## config.mk

```make
export PLATFORM = sky130hd
export DESIGN_NAME = memtest_top
export DESIGN_NICKNAME = d
export VERILOG_FILES = /design/src/rtl/memtest_pkg.sv /design/src/rtl/mem_req_if.sv /design/src/rtl/fault_button.sv /design/src/rtl/memtest_top.sv /design/src/rtl/read_checker.sv /design/src/rtl/traffic_sequencer.sv
export VERILOG_INCLUDE_DIRS = /design/src /design/src/include
export SDC_FILE = /design/constraint.sdc
export NUM_CORES = 1
export LEC_CHECK = 0
export BUFFER_PORTS_ARGS = -buffer_cell sky130_fd_sc_hd__buf_2
export CORE_AREA = 2 2 250 252
export DETAILED_ROUTE_END_ITERATION = 6
export DIE_AREA = 0 0 252 254
export GPL_ROUTABILITY_DRIVEN = 0
export PLACE_DENSITY = 0.61
export SLEW_MARGIN = 20
export SYNTH_ARGS = -nofsm -noshare
export SYNTH_HDL_FRONTEND = slang
export SYNTH_SLANG_ARGS = --single-unit
```

## constraint.sdc

```tcl
create_clock -name i_clk -period 5.5 [get_ports i_clk]
set_clock_uncertainty 0.1 [all_clocks]
set_input_delay 0.55 -clock i_clk [delete_from_list [all_inputs] [get_ports i_clk]]
set_output_delay 0.55 -clock i_clk [all_outputs]
set_load 0.1 [all_outputs]
```

## src/include/memtest_params.svh

```systemverilog
`ifndef MEMTEST_PARAMS_SVH
`define MEMTEST_PARAMS_SVH

////////////////////////////////////////
// bus widths
////////////////////////////////////////
`define MT_ADDR_BITS     8    // wishbone word address
`define MT_DATA_BITS     128  // data word
`define MT_SEL_BITS      16   // one select per byte
`define MT_LANE_BYTES    8    // bytes per masked burst write
`define MT_AUX_BITS      4    // request tag carried on aux

////////////////////////////////////////
// test control
////////////////////////////////////////
`define MT_HALF_ADDR     4    // split point for the scrambled address swap
`define MT_REST_CYCLES   16   // idle gap before each test loop
`define MT_BTN_HOLD_LOG2 6    // debounce hold is 2**n cycles
`define MT_CNT_BITS      32   // status counter width

`endif

```

## src/rtl/memtest_pkg.sv

```systemverilog
`include "memtest_params.svh"

package memtest_pkg;

    ////////////////////////////////////////
    // sequencer states
    ////////////////////////////////////////
    typedef enum logic [3:0] {
        idle           = 4'd0,  // waiting for calibration, then first rest
        burst_write    = 4'd1,  // masked lane writes, address order
        burst_read     = 4'd2,  // reads in address order
        scramble_write = 4'd3,  // address halves swapped
        scramble_read  = 4'd4,
        alternate      = 4'd5,  // write then read of the same address
        rest           = 4'd6   // stb low before the next loop
    } test_state_e;

    // aux tag, echoed back with the acknowledge
    typedef enum logic [`MT_AUX_BITS-1:0] {
        tag_write = `MT_AUX_BITS'(2),
        tag_read  = `MT_AUX_BITS'(3)
    } req_tag_e;

    ////////////////////////////////////////
    // data pattern
    ////////////////////////////////////////
    // one 8-byte group from the address byte, repeated over the word
    function automatic logic [`MT_DATA_BITS-1:0] pattern_word(input logic [7:0] a);
        logic [63:0] group;
        group = {a ^ 8'hA5,   // byte 7
                 a | 8'h1A,   // byte 6
                 a & 8'h33,   // byte 5
                 a ^ 8'h5A,   // byte 4
                 a & 8'h21,   // byte 3
                 a | 8'hC7,   // byte 2
                 a ^ 8'h7E,   // byte 1
                 a ^ 8'h3C};  // byte 0
        return {(`MT_DATA_BITS / 64){group}};
    endfunction

endpackage

```

## src/rtl/mem_req_if.sv

```systemverilog
`timescale 1ns/1ps
`include "memtest_params.svh"

// pipelined wishbone request side, stall and ack travel as plain ports
interface mem_req_if;

    logic                     cyc;   // bus cycle active
    logic                     stb;   // request valid
    logic                     we;    // 1 write, 0 read
    logic [`MT_ADDR_BITS-1:0] addr;  // word address
    logic [`MT_DATA_BITS-1:0] data;  // write data
    logic [`MT_SEL_BITS-1:0]  sel;   // byte enables
    logic [`MT_AUX_BITS-1:0]  aux;   // request tag

    // traffic generator side
    modport sequencer (
        output cyc, stb, we, addr, data, sel, aux
    );

    // memory port side
    modport port (
        input cyc, stb, we, addr, data, sel, aux
    );

endinterface

```

## src/rtl/fault_button.sv

```systemverilog
`timescale 1ns/1ps
`include "memtest_params.svh"

module fault_button (
    input  logic i_clk,
    input  logic i_rst_n,
    input  logic i_btn,
    output logic o_fault_pulse
);

    localparam int HB = `MT_BTN_HOLD_LOG2;

    logic          btn_hold;       // stretched press level
    logic          btn_hold_prev;  // for edge detect
    logic [HB:0]   hold_cnt;       // msb set after 2**HB cycles of hold

    assign o_fault_pulse = btn_hold & ~btn_hold_prev;  // one cycle per accepted press

    always_ff @(posedge i_clk or negedge i_rst_n) begin
        if (!i_rst_n) begin
            btn_hold      <= 1'b0;
            btn_hold_prev <= 1'b0;
            hold_cnt      <= '0;
        end else begin
            btn_hold_prev <= btn_hold;
            if (i_btn && !btn_hold) begin
                btn_hold <= 1'b1;  // first high sample latches the hold
            end
            if (hold_cnt[HB]) begin
                btn_hold <= 1'b0;  // hold expired, ready for a new press
                hold_cnt <= '0;
            end else if (btn_hold) begin
                hold_cnt <= hold_cnt + 1'b1;
            end else begin
                hold_cnt <= '0;
            end
        end
    end

endmodule

```

## src/rtl/memtest_top.sv

```systemverilog
`timescale 1ns/1ps
`include "memtest_params.svh"

module memtest_top (
    input  logic                     i_clk,
    input  logic                     i_rst_n,
    input  logic                     i_calib_complete,  // memory ready
    input  logic                     i_btn,             // fault inject button
    // wishbone response
    input  logic                     i_wb_stall,
    input  logic                     i_wb_ack,
    input  logic [`MT_DATA_BITS-1:0] i_wb_data,
    input  logic [`MT_AUX_BITS-1:0]  i_aux,
    // wishbone request
    output logic                     o_wb_cyc,
    output logic                     o_wb_stb,
    output logic                     o_wb_we,
    output logic [`MT_ADDR_BITS-1:0] o_wb_addr,
    output logic [`MT_DATA_BITS-1:0] o_wb_data,
    output logic [`MT_SEL_BITS-1:0]  o_wb_sel,
    output logic [`MT_AUX_BITS-1:0]  o_aux,
    // status
    output logic [`MT_CNT_BITS-1:0]  o_correct_count,
    output logic [`MT_CNT_BITS-1:0]  o_wrong_count,
    output logic [`MT_CNT_BITS-1:0]  o_fault_count,
    output logic [`MT_DATA_BITS-1:0] o_wrong_data,
    output logic [`MT_DATA_BITS-1:0] o_expected_data,
    output logic                     o_wrong_nonzero
);

    logic fault_pulse;

    mem_req_if req_bus ();  // sequencer to wishbone port

    ////////////////////////////////////////
    // request port
    ////////////////////////////////////////
    assign o_wb_cyc  = req_bus.cyc;
    assign o_wb_stb  = req_bus.stb;
    assign o_wb_we   = req_bus.we;
    assign o_wb_addr = req_bus.addr;
    assign o_wb_data = req_bus.data;
    assign o_wb_sel  = req_bus.sel;
    assign o_aux     = req_bus.aux;

    traffic_sequencer u_sequencer (
        .i_clk            (i_clk),
        .i_rst_n          (i_rst_n),
        .i_calib_complete (i_calib_complete),
        .i_wb_stall       (i_wb_stall),
        .i_fault_pulse    (fault_pulse),
        .m_req            (req_bus.sequencer),
        .o_fault_count    (o_fault_count)
    );

    read_checker u_checker (
        .i_clk            (i_clk),
        .i_rst_n          (i_rst_n),
        .i_calib_complete (i_calib_complete),
        .i_wb_ack         (i_wb_ack),
        .i_wb_data        (i_wb_data),
        .i_aux            (i_aux),
        .o_correct_count  (o_correct_count),
        .o_wrong_count    (o_wrong_count),
        .o_wrong_data     (o_wrong_data),
        .o_expected_data  (o_expected_data),
        .o_wrong_nonzero  (o_wrong_nonzero)
    );

    fault_button u_fault_button (
        .i_clk         (i_clk),
        .i_rst_n       (i_rst_n),
        .i_btn         (i_btn),
        .o_fault_pulse (fault_pulse)
    );

endmodule

```

## src/rtl/read_checker.sv

```systemverilog
`timescale 1ns/1ps
`include "memtest_params.svh"

module read_checker (
    input  logic                     i_clk,
    input  logic                     i_rst_n,
    input  logic                     i_calib_complete,
    input  logic                     i_wb_ack,
    input  logic [`MT_DATA_BITS-1:0] i_wb_data,
    input  logic [`MT_AUX_BITS-1:0]  i_aux,
    output logic [`MT_CNT_BITS-1:0]  o_correct_count,
    output logic [`MT_CNT_BITS-1:0]  o_wrong_count,
    output logic [`MT_DATA_BITS-1:0] o_wrong_data,
    output logic [`MT_DATA_BITS-1:0] o_expected_data,
    output logic                     o_wrong_nonzero
);

    logic [`MT_ADDR_BITS-1:0] chk_cnt;      // read order counter, wraps at top address
    logic [`MT_DATA_BITS-1:0] expected;
    logic                     rd_ack;       // ack of a tagged read
    logic                     match;
    logic                     inc_correct;  // registered compare result
    logic                     inc_wrong;

    assign expected = memtest_pkg::pattern_word(chk_cnt[7:0]);
    assign rd_ack   = i_wb_ack && (i_aux == memtest_pkg::tag_read);  // write acks ignored
    assign match    = (i_wb_data == expected);

    assign o_wrong_nonzero = (o_wrong_count != '0);

    ////////////////////////////////////////
    // compare and count
    ////////////////////////////////////////
    always_ff @(posedge i_clk or negedge i_rst_n) begin
        if (!i_rst_n) begin
            chk_cnt         <= '0;
            inc_correct     <= 1'b0;
            inc_wrong       <= 1'b0;
            o_correct_count <= '0;
            o_wrong_count   <= '0;
        end else if (!i_calib_complete) begin
            chk_cnt         <= '0;
            inc_correct     <= 1'b0;
            inc_wrong       <= 1'b0;
            o_correct_count <= '0;
            o_wrong_count   <= '0;
        end else begin
            inc_correct <= rd_ack & match;   // ack + 1
            inc_wrong   <= rd_ack & ~match;
            if (rd_ack) begin
                chk_cnt <= chk_cnt + 1'b1;
            end
            if (inc_correct) begin           // ack + 2
                o_correct_count <= o_correct_count + 1'b1;
            end
            if (inc_wrong) begin
                o_wrong_count <= o_wrong_count + 1'b1;
            end
        end
    end

    // last mismatch, held until the next one
    always_ff @(posedge i_clk) begin
        if (!i_calib_complete) begin
            o_wrong_data    <= '0;
            o_expected_data <= '0;
        end else if (rd_ack && !match) begin
            o_wrong_data    <= i_wb_data;
            o_expected_data <= expected;
        end
    end

endmodule

```

## src/rtl/traffic_sequencer.sv

```systemverilog
`timescale 1ns/1ps
`include "memtest_params.svh"

module traffic_sequencer (
    input  logic                    i_clk,
    input  logic                    i_rst_n,
    input  logic                    i_calib_complete,
    input  logic                    i_wb_stall,
    input  logic                    i_fault_pulse,
    mem_req_if.sequencer            m_req,
    output logic [`MT_CNT_BITS-1:0] o_fault_count
);

    localparam int ABITS     = `MT_ADDR_BITS;
    localparam int HALF      = `MT_HALF_ADDR;
    localparam int LANE_BITS = `MT_LANE_BYTES * 8;
    localparam int LANES     = `MT_SEL_BITS / `MT_LANE_BYTES;
    localparam int REST      = `MT_REST_CYCLES;
    localparam int RW        = $clog2(REST);
    localparam logic [RW-1:0] REST_LAST = RW'(REST - 1);
    localparam logic [`MT_SEL_BITS-1:0] LANE_MASK =
        {{(`MT_SEL_BITS - `MT_LANE_BYTES){1'b0}}, {`MT_LANE_BYTES{1'b1}}};

    memtest_pkg::test_state_e state;
    logic [RW-1:0]             rest_cnt;       // gap length counter
    logic [ABITS-1:0]          wr_addr;        // write address counter
    logic [ABITS-1:0]          rd_addr;        // read address counter
    logic [$clog2(LANES)-1:0]  lane_idx;       // current 8-byte lane of burst write
    logic                      fault_pending;  // pulse seen, not yet used by a write
    logic                      fault_take;
    logic                      fault_hit;      // this write carries the fault
    logic                      issue;          // state wants to send a request
    logic                      issue_we;
    logic                      load;           // request registers advance
    logic [ABITS-1:0]          issue_addr;
    logic [`MT_DATA_BITS-1:0]  issue_data;
    logic [`MT_SEL_BITS-1:0]   issue_sel;
    logic [`MT_DATA_BITS-1:0]  word;           // pattern for the write counter
    logic [ABITS-1:0]          wr_swap;        // halves swapped, row/bank step
    logic [ABITS-1:0]          rd_swap;

    assign word       = memtest_pkg::pattern_word(wr_addr[7:0]);
    assign wr_swap    = {wr_addr[HALF-1:0], wr_addr[ABITS-1:HALF]};
    assign rd_swap    = {rd_addr[HALF-1:0], rd_addr[ABITS-1:HALF]};
    assign fault_take = fault_pending | i_fault_pulse;
    assign load       = issue & ~i_wb_stall;  // held request is taken this cycle
    assign fault_hit  = load & issue_we & fault_take;

    ////////////////////////////////////////
    // next request
    ////////////////////////////////////////
    always_comb begin
        issue      = 1'b0;
        issue_we   = 1'b0;
        issue_addr = wr_addr;
        issue_sel  = '1;
        issue_data = word;
        case (state)
            memtest_pkg::burst_write: begin
                issue      = 1'b1;
                issue_we   = 1'b1;
                issue_sel  = LANE_MASK << (lane_idx * `MT_LANE_BYTES);  // one lane at a time
                issue_data = {`MT_SEL_BITS{8'haa}};  // filler in masked bytes
                issue_data[lane_idx*LANE_BITS +: LANE_BITS] =
                    word[lane_idx*LANE_BITS +: LANE_BITS];
            end
            memtest_pkg::burst_read: begin
                issue      = 1'b1;
                issue_addr = rd_addr;
            end
            memtest_pkg::scramble_write: begin
                issue      = 1'b1;
                issue_we   = 1'b1;
                issue_addr = wr_swap;
            end
            memtest_pkg::scramble_read: begin
                issue      = 1'b1;
                issue_addr = rd_swap;
            end
            memtest_pkg::alternate: begin
                issue    = 1'b1;
                issue_we = ~m_req.we;  // write, then read back the same address
            end
            default: begin
                issue = 1'b0;  // idle and rest send nothing
            end
        endcase
        if (fault_hit) begin
            if (state == memtest_pkg::burst_write) begin
                issue_data[lane_idx*LANE_BITS +: LANE_BITS] = '0;  // only the written lane
            end else begin
                issue_data = '0;
            end
        end
    end

    ////////////////////////////////////////
    // test control
    ////////////////////////////////////////
    always_ff @(posedge i_clk or negedge i_rst_n) begin
        if (!i_rst_n) begin
            state         <= memtest_pkg::idle;
            rest_cnt      <= '0;
            wr_addr       <= '0;
            rd_addr       <= '0;
            lane_idx      <= '0;
            fault_pending <= 1'b0;
            o_fault_count <= '0;
            m_req.cyc     <= 1'b0;
            m_req.stb     <= 1'b0;
            m_req.we      <= 1'b0;
            m_req.sel     <= '0;
            m_req.aux     <= '0;
        end else if (!i_calib_complete) begin  // calibration lost, start over
            state         <= memtest_pkg::idle;
            rest_cnt      <= '0;
            wr_addr       <= '0;
            rd_addr       <= '0;
            lane_idx      <= '0;
            fault_pending <= 1'b0;
            o_fault_count <= '0;
            m_req.cyc     <= 1'b0;
            m_req.stb     <= 1'b0;
            m_req.we      <= 1'b0;
            m_req.sel     <= '0;
            m_req.aux     <= '0;
        end else begin
            fault_pending <= fault_take & ~fault_hit;
            if (fault_hit) begin
                o_fault_count <= o_fault_count + 1'b1;
            end
            if (load) begin
                m_req.stb <= 1'b1;
                m_req.we  <= issue_we;
                m_req.sel <= issue_sel;
                m_req.aux <= issue_we ? memtest_pkg::tag_write : memtest_pkg::tag_read;
            end
            case (state)
                memtest_pkg::idle: begin
                    rest_cnt <= rest_cnt + 1'b1;
                    if (rest_cnt == REST_LAST) begin
                        rest_cnt  <= '0;
                        m_req.cyc <= 1'b1;  // cyc stays up from here on
                        state     <= memtest_pkg::burst_write;
                    end
                end
                memtest_pkg::burst_write: if (load) begin
                    lane_idx <= lane_idx + 1'b1;
                    if (lane_idx == LANES - 1) begin  // last lane, next address
                        wr_addr <= wr_addr + 1'b1;
                        if (wr_addr == '1) state <= memtest_pkg::burst_read;
                    end
                end
                memtest_pkg::burst_read: if (load) begin
                    rd_addr <= rd_addr + 1'b1;
                    if (rd_addr == '1) state <= memtest_pkg::scramble_write;
                end
                memtest_pkg::scramble_write: if (load) begin
                    wr_addr <= wr_addr + 1'b1;
                    if (wr_addr == '1) state <= memtest_pkg::scramble_read;
                end
                memtest_pkg::scramble_read: if (load) begin
                    rd_addr <= rd_addr + 1'b1;
                    if (rd_addr == '1) state <= memtest_pkg::alternate;
                end
                memtest_pkg::alternate: if (load && !issue_we) begin  // step after the read
                    wr_addr <= wr_addr + 1'b1;
                    if (wr_addr == '1) state <= memtest_pkg::rest;
                end
                memtest_pkg::rest: begin
                    if (!i_wb_stall) m_req.stb <= 1'b0;  // last read must be taken first
                    rest_cnt <= rest_cnt + 1'b1;
                    if (rest_cnt == REST_LAST) begin
                        rest_cnt <= '0;
                        state    <= memtest_pkg::burst_write;
                    end
                end
                default: state <= memtest_pkg::idle;
            endcase
        end
    end

    // address and write data payload
    always_ff @(posedge i_clk) begin
        if (!i_calib_complete) begin
            m_req.addr <= '0;
            m_req.data <= '0;
        end else if (load) begin
            m_req.addr <= issue_addr;
            m_req.data <= issue_data;
        end
    end

endmodule

```

# Yosys cells after proc, flatten, opt, wreduce, memory -nomap -nowiden

Cells that the tools add are included.

Equality and inequality tests: 34
Shift-type cells: 5
Add/sub/neg operators: 10
Mux-type cells: 66
Reduce and logical (&&, ||, !) cells: 19
Bitwise logic cells: 24

Operators by type and width:

| cell                                                          | number |
|---|---|
| two-way mux 128 bit                                           | 3 |
| two-way mux 32 bit                                            | 6 |
| bitwise mux 128 bit                                           | 1 |
| equality test 128 bit                                         | 1 |
| variable shift 64 x 34 -> 128 bit, first input constant       | 1 |
| variable part select 128 x 8 -> 64 bit                        | 1 |
| variable part select 64 x 34 -> 128 bit                       | 1 |
| variable part select 64 x 34 -> 128 bit, first input constant | 1 |
| adder 32 x 1 -> 32 bit, second input constant                 | 3 |
| two-way mux 8 bit                                             | 10 |
| two-way mux 4 bit                                             | 18 |
| bitwise AND 64 bit                                            | 1 |
| inverter 64 bit                                               | 1 |
| OR 64 bit                                                     | 1 |
| two-way mux 16 bit                                            | 3 |
| case mux 8 bit (3 select lines)                               | 2 |
| negation 7 -> 34 bit                                          | 1 |
| inequality test 3 x 2 -> 1 bit, second input constant         | 11 |
| nonzero test 32 bit                                           | 1 |
| adder 8 x 1 -> 8 bit, second input constant                   | 3 |
| inverter 4 bit                                                | 6 |
| case mux 4 bit (6 select lines)                               | 1 |
| two-way mux 1 bit                                             | 19 |
| equality test 8 bit, second input constant                    | 2 |
| 27 further kinds                                              | 60 |

Output and inout port bits: 512
Logic and storage cells: 182
Bits of input ports: 138
Register bits after elaboration: 536

# Logic depth before layout (Yosys ltp)

Word-level depth: 9
Depth in mapped cells: 11
Gate-level depth less buffers: 7

# Hierarchy

A second synthesis with hierarchy kept.

Cells, all modules: 1,981
Area, all modules: 17,485.5 sq um

By module, submodules not included:

| module            | instances | area an instance (sq um) | sequential area each (sq um) | cells an instance |
|---|---|---|---|---|
| read_checker      | 1         | 11,300.8                 | 4,754.6                      | 1,289 |
| traffic_sequencer | 1         | 5,829.3                  | 2,522.4                      | 660 |
| fault_button      | 1         | 355.3                    | 225.2                        | 32 |

# Least setup slack after synthesis

OpenSTA, ideal clock, no wires.

Path kind: reg-to-output
Start point: register u_checker.o_wrong_count[10]
End point: output o_wrong_nonzero
Buffers on the path: 0
Stages on the path, launching flop included: 4
Data arrival time: 2,516 ps
Data required time: 4,850 ps
Path slack: 2,334 ps
Cells stage by stage: dfrtp_1 -> or4_1 -> nor4_1 -> nand4_1

Word-level cells in the longest chain between the ends: 1

RTL lines:

| what                     | RTL line           | text |
|---|---|---|
| start: declaration       | read_checker.sv:12 | `` output logic [`MT_CNT_BITS-1:0] o_wrong_count, `` |
| start signal: assignment | read_checker.sv:57 | `o_wrong_count <= o_wrong_count + 1'b1;` |
| nonzero test 32 bit      | read_checker.sv:29 | `assign o_wrong_nonzero = (o_wrong_count != '0);` |
| end: declaration         | memtest_top.sv:28  | `output logic o_wrong_nonzero` |

No other way between the ends.

# Worst setup path in the final report

Start point: register u_checker.chk_cnt[4]
End point: register u_checker.o_expected_data[116]

Word-level cells in the longest chain between the ends: 4
Elaborated cells between the ends (all ways): 6
Those cells by class: eq/ne: 1; bitwise: 3; reduce/logical: 2

RTL lines:

| what                                                              | RTL line           | text |
|---|---|---|
| start: declaration                                                | read_checker.sv:18 | `` logic [`MT_ADDR_BITS-1:0] chk_cnt; `` |
| start signal: assignment                                          | read_checker.sv:51 | `chk_cnt <= chk_cnt + 1'b1;` |
| inverter 4 bit (no line) / inverter 6 bit (equally long branches) | --                 |  |
| equality test 128 bit (*)                                         | read_checker.sv:27 | `assign match = (i_wb_data == expected);` |
| zero test 1 bit (*)                                               | read_checker.sv:67 | `end else if (rd_ack && !match) begin` |
| logical AND 1 bit (*)                                             | read_checker.sv:67 |  |
| end signal: assignment                                            | read_checker.sv:69 | `o_expected_data <= expected;` |
| end: declaration                                                  | read_checker.sv:14 | `` output logic [`MT_DATA_BITS-1:0] o_expected_data, `` |

Every way passes the cells marked *; elsewhere a longest branch is shown, timed or not.
A chain may end at the register's enable or synchronous reset.

==> run_results.csv <==
group,metric,value,unit
timing,report.final.setup_viol,0,
worst_setup_path,biggest_fanout_along_the_worst_timing_path,143,
detailed_routing,drt_wl_total,56130,um
worst_setup_path,critical_path_required,5.85,ns
grt,grt_first_pass_wirelength,82020,um
floorplan,starting_density_of_the_core,28.04,%
clocking,tritoncts,"yes",
floorplan,fp.dieH,254,um
clocking,worst_setup_hold_path_clk_slew,0.06,ns
timing,max_freq,283.3,MHz
logic_synthesis,synth-seq-cells,338,
status,run_status,"completed",
min_path,timing.hold.worst.start,"i_wb_data[17]",
pwr,power_switching_share,30.93,%
layout,layoutNonFillerInstCount,3133,
timing,final_max_slew_viol_count,0,
detailed_routing,violation_count_after_the_first_detailed_routing_iteration,955,
clocking,h-tree-depth,2,
floorplan,core_area,0.06126,mm^2
pwr,power_per_cell_area,310.7,mW/mm^2
logic_synthesis,synth_compound_area_share,5.813,%
logic_synthesis,postSynthCellCount,1929,
logic_synthesis,synth_edf_count,0,
worst_setup_path,crit-reg2reg-launch,"u_checker.chk_cnt[4]$_DFFE_PN0P_",
detailed_routing,route.detailed.wl_per_inst,17.92,um
layout,share_of_post_route_cells_with_drive_strength_above_1,29.97,%
detailed_routing,drc_violations,0,
layout,area_growth_syn_to_layout,21.58,%
pwr,share_clk_of_total_power,44.9,%
placed_design,io_buffers,617,
timing,setup_repair_after_global_routing_missed_its_margin,"no",
logic_synthesis,synth_top_family_by_area,"simple AND/OR/NAND/NOR gates",
pwr,p_int,4.482,mW
logic_synthesis,synth_warnings,0,
pwr,total_leakage_power,9.862,nW
timing,tns,0,ns
logic_synthesis,synth.largest_area_cell,"sky130_fd_sc_hd__dfxtp_1",
logic_synthesis,post_synthesis_simple_gate_area_fraction,22.09,%
timing,tightestPinTransition,1.063,ns
timing,period_minus_slack,3.530,ns
logic_synthesis,proportion_of_synthesized_chip_area_in_sequential_cells,43.67,%
layout,final_cell_mix,"615 x sky130_fd_sc_hd__buf_2, 366 x sky130_fd_sc_hd__nand2_1, 191 x sky130_fd_sc_hd__dfxtp_1",
grt,grt_max_degree,180,
logic_synthesis,post_synth_fa_ha_maj_area_fraction,0.6555,%
min_path,worst_hold_path.endpoint,"u_checker.o_wrong_data[17]$_SDFFE_PN0P_",
placed_design,place_hpwl,41860,um
layout,final_net_count,2455,
floorplan,rows,91,
logic_synthesis,synth_area_per_cell,8.905,um^2
layout,final_core_utilization,34.09,%
placed_design,count_of_placed_standard_cells_including_taps,3055,
worst_setup_path,reg2reg_slack,1.97,ns
min_path,hold_path_depth,3,
worst_setup_path,r2r_cells,7,
detailed_routing,detail_route.vias_per_cell,4.642,
detailed_routing,final_antenna_net_count,0,
timing,timing.final.hold_violations,0,
logic_synthesis,multiplexer_area_fraction_after_synthesis,9.047,%
logic_synthesis,cells_taking_the_most_area_after_synthesis,"sky130_fd_sc_hd__dfxtp_1 22%, sky130_fd_sc_hd__dfrtp_1 21%, sky130_fd_sc_hd__buf_4 9.6%, sky130_fd_sc_hd__mux2i_1 8.9%, sky130_fd_sc_hd__nand2_1 8.0%",
min_path,hold_path.class,"input port to flip-flop",
worst_setup_path,endpoint_kind,"flip-flop",
flow_run,max_cap_violations,0,
grt,initial_antenna_violation_count,5,
pwr,ir_drop,0.0002086,V
grt,global_route.usage.total,16.67,%
detailed_routing,drt-pass1-iter-count,5,
floorplan,count_of_pins_on_the_block_boundary,650,
logic_synthesis,synth-main-ff-cell,"sky130_fd_sc_hd__dfxtp_1",
logic_synthesis,synth-async-reset-ratio,43.49,%
logic_synthesis,synth_largest_type_area_fraction,22.26,%
worst_setup_path,critical_path.startpoint_type,"flip-flop",
worst_setup_path,worst-endpoint-arrival,3.88,ns
timing,final.hold.worst_slack,0.1451,ns
timing,relSlewSlack,29.15,%
logic_synthesis,synthXorXnorAreaFrac,6.220,%
floorplan,die_area,0.06401,mm^2
grt,grt_remaining_overflow,0,
clocking,sinks_on_clock_net,338,
pwr,p_sw,2.007,mW
grt,via_count_of_the_first_global_routing_pass,13050,
floorplan,fp.dieW,252,um
clocking,postCtsSetupBuffers,0,
worst_setup_path,worst-setup-path-type,"flip-flop to flip-flop",
clocking,cts_root_buf,"sky130_fd_sc_hd__clkbuf_16",
logic_synthesis,synth.distinct_cells,63,
pwr,post-layout-total-power,6.489,mW
clocking,clock_tree.buffer_depth,3,
logic_synthesis,post_synth_instance_area,0.01718,mm^2
clocking,number_of_buffers_created_by_cts,40,
detailed_routing,dr_total_vias,14540,
pwr,seqPwrFrac,39.9,%
pwr,power.combinational.fraction,15.1,%
layout,final_common_cell,"sky130_fd_sc_hd__buf_2",
clocking,clock_latency_reported_for_the_late_side_of_the_worst_skew_pair,0.57,ns
timing,timing.final.crit_share,64.18,%
worst_setup_path,r2r-end,"u_checker.o_expected_data[116]$_SDFFE_PN0P_",
## routing by layer
metal / part of all wire, % / GRT usage (%)
met1: 43 / 21.84
met2: 47 / 26.87
met3: 7.0 / 3.759
met4: 3.2 / 6.069
met5: 0 / 0
## cell type report
class                           count  area [um^2]
Fill cell                        6409        40370
Multi-Input combinational cell   1287         7671
Sequential cell                   338         7502
Timing Repair Buffer              626         3212
Clock buffer                       56         1165
Tap cell                          790        988.4
Clock inverter                     17        277.8
Inverter                           15        58.81
Antenna cell                        4        10.01
## critical path: stages (launching register included)
cell and delay, ns:
sky130_fd_sc_hd__dfrtp_1 0.80, sky130_fd_sc_hd__nor4bb_1 0.38, sky130_fd_sc_hd__a21oi_1 0.07, sky130_fd_sc_hd__a2111oi_0 0.82
sky130_fd_sc_hd__and3_1 0.32, sky130_fd_sc_hd__a21boi_4 0.09, sky130_fd_sc_hd__buf_12 0.36, sky130_fd_sc_hd__o21a_1 0.33
## worst max-delay path by stage
stage | start | endpoint | depth (start not counted)
floorplan | u_checker.o_wrong_count[10]$_DFFE_PN0P_ | o_wrong_nonzero | 3
global placement | i_wb_data[89] | u_checker.o_expected_data[116]$_SDFFE_PN0P_ | 8
detailed placement | i_wb_data[89] | u_checker.o_expected_data[116]$_SDFFE_PN0P_ | 8
CTS | u_sequencer.state[0]$_DFFE_PN0P_ | u_sequencer.o_fault_count[27]$_DFFE_PN0P_ | 6
global route | u_sequencer.state[0]$_DFFE_PN0P_ | u_sequencer.o_fault_count[27]$_DFFE_PN0P_ | 6
finish | u_checker.chk_cnt[4]$_DFFE_PN0P_ | u_checker.o_expected_data[116]$_SDFFE_PN0P_ | 7
## logic make-up (layout without fill, tap and decap cells)
logic type,after synthesis,in the layout
buffers and inverters,335,714
muxes,155,155
and+or+nand+nor,804,804
other,1,36
AOI/OAI and AO/OA,165,165
adders and majority gates,9,9
DFF,338,338
xor gates and xnor gates,122,122
## sequential cells by signal (all words and copies together) (netlist names), 2 cells and up
register	flops
u_checker.o_correct_count	32
u_sequencer.m_req.sel	2
u_checker.o_expected_data	17
u_checker.o_wrong_data	128
u_sequencer.o_fault_count	32
u_fault_button.hold_cnt	7
u_sequencer.m_req.data	38
u_sequencer.rest_cnt	4
u_sequencer.m_req.addr	8
u_sequencer.rd_addr	8
u_sequencer.state	3
u_sequencer.m_req.aux	2
u_checker.o_wrong_count	32
u_checker.chk_cnt	8
u_sequencer.wr_addr	8
## repair_timing
item	CTS	global route
hold buffers	1	0
gates resized for setup	0	0
hold endpoints to repair	46	0
## synthesized netlist by cell type (3+ instances only)
library cell,instances
sky130_fd_sc_hd__a2bb2oi_1,3
sky130_fd_sc_hd__and3_1,20
sky130_fd_sc_hd__and4_1,18
sky130_fd_sc_hd__o2111ai_1,3
sky130_fd_sc_hd__or4_1,5
sky130_fd_sc_hd__nor4b_1,6
sky130_fd_sc_hd__o211ai_1,4
sky130_fd_sc_hd__a22o_1,6
sky130_fd_sc_hd__nor3b_1,9
sky130_fd_sc_hd__and4b_1,3
sky130_fd_sc_hd__buf_1,4
sky130_fd_sc_hd__o21ai_1,5
sky130_fd_sc_hd__a21oi_1,53
sky130_fd_sc_hd__ha_1,9
sky130_fd_sc_hd__buf_4,219
sky130_fd_sc_hd__inv_1,15
sky130_fd_sc_hd__buf_2,15
sky130_fd_sc_hd__or3_1,20
sky130_fd_sc_hd__and2_1,5
sky130_fd_sc_hd__nand4b_1,3
sky130_fd_sc_hd__dfxtp_1,191
sky130_fd_sc_hd__clkbuf_1,76
sky130_fd_sc_hd__nand4_1,43
sky130_fd_sc_hd__nor2_1,163
sky130_fd_sc_hd__a221oi_1,4
sky130_fd_sc_hd__mux2i_1,153
sky130_fd_sc_hd__nand2b_1,22
sky130_fd_sc_hd__o22ai_1,19
sky130_fd_sc_hd__nand3_1,41
sky130_fd_sc_hd__dfrtp_1,147
sky130_fd_sc_hd__a211oi_1,4
sky130_fd_sc_hd__xnor2_1,56
sky130_fd_sc_hd__nor3_1,25
sky130_fd_sc_hd__xor2_1,66
sky130_fd_sc_hd__o221ai_1,6
sky130_fd_sc_hd__nand2_1,366
sky130_fd_sc_hd__nor2b_1,12
sky130_fd_sc_hd__nor4bb_1,4
sky130_fd_sc_hd__or4b_1,3
sky130_fd_sc_hd__nor4_1,19
sky130_fd_sc_hd__o21ai_0,45
sky130_fd_sc_hd__nor4_2,3
sky130_fd_sc_hd__and3b_1,8
sky130_fd_sc_hd__buf_6,6
## power by group through the flow
stage | clock, mW | sequential (mW) | combinational (mW)
6_report | 2.92 | 2.59 | 0.983
5_1_grt | 3.09 | 2.60 | 1.04
4_1_cts | 2.99 | 2.59 | 0.985
3_5_place_dp | 0 | 2.64 | 0.984
3_3_place_gp | 0 | 2.64 | 0.979
2_1_floorplan | 0 | 2.82 | 0.623
## per-stage QoR
| step | area [um^2] | setup WS [ns] |
|---|---|---|
| 2_1_floorplan | 17290 | 2.334 |
| 6_report | 20890 | 1.970 |
| 3_3_place_gp | 19410 | 2.145 |
| 5_1_grt | 20880 | 1.819 |
| 4_1_cts | 20870 | 2.114 |
| 3_5_place_dp | 19420 | 2.076 |
(Power assumes the default switching activity.)
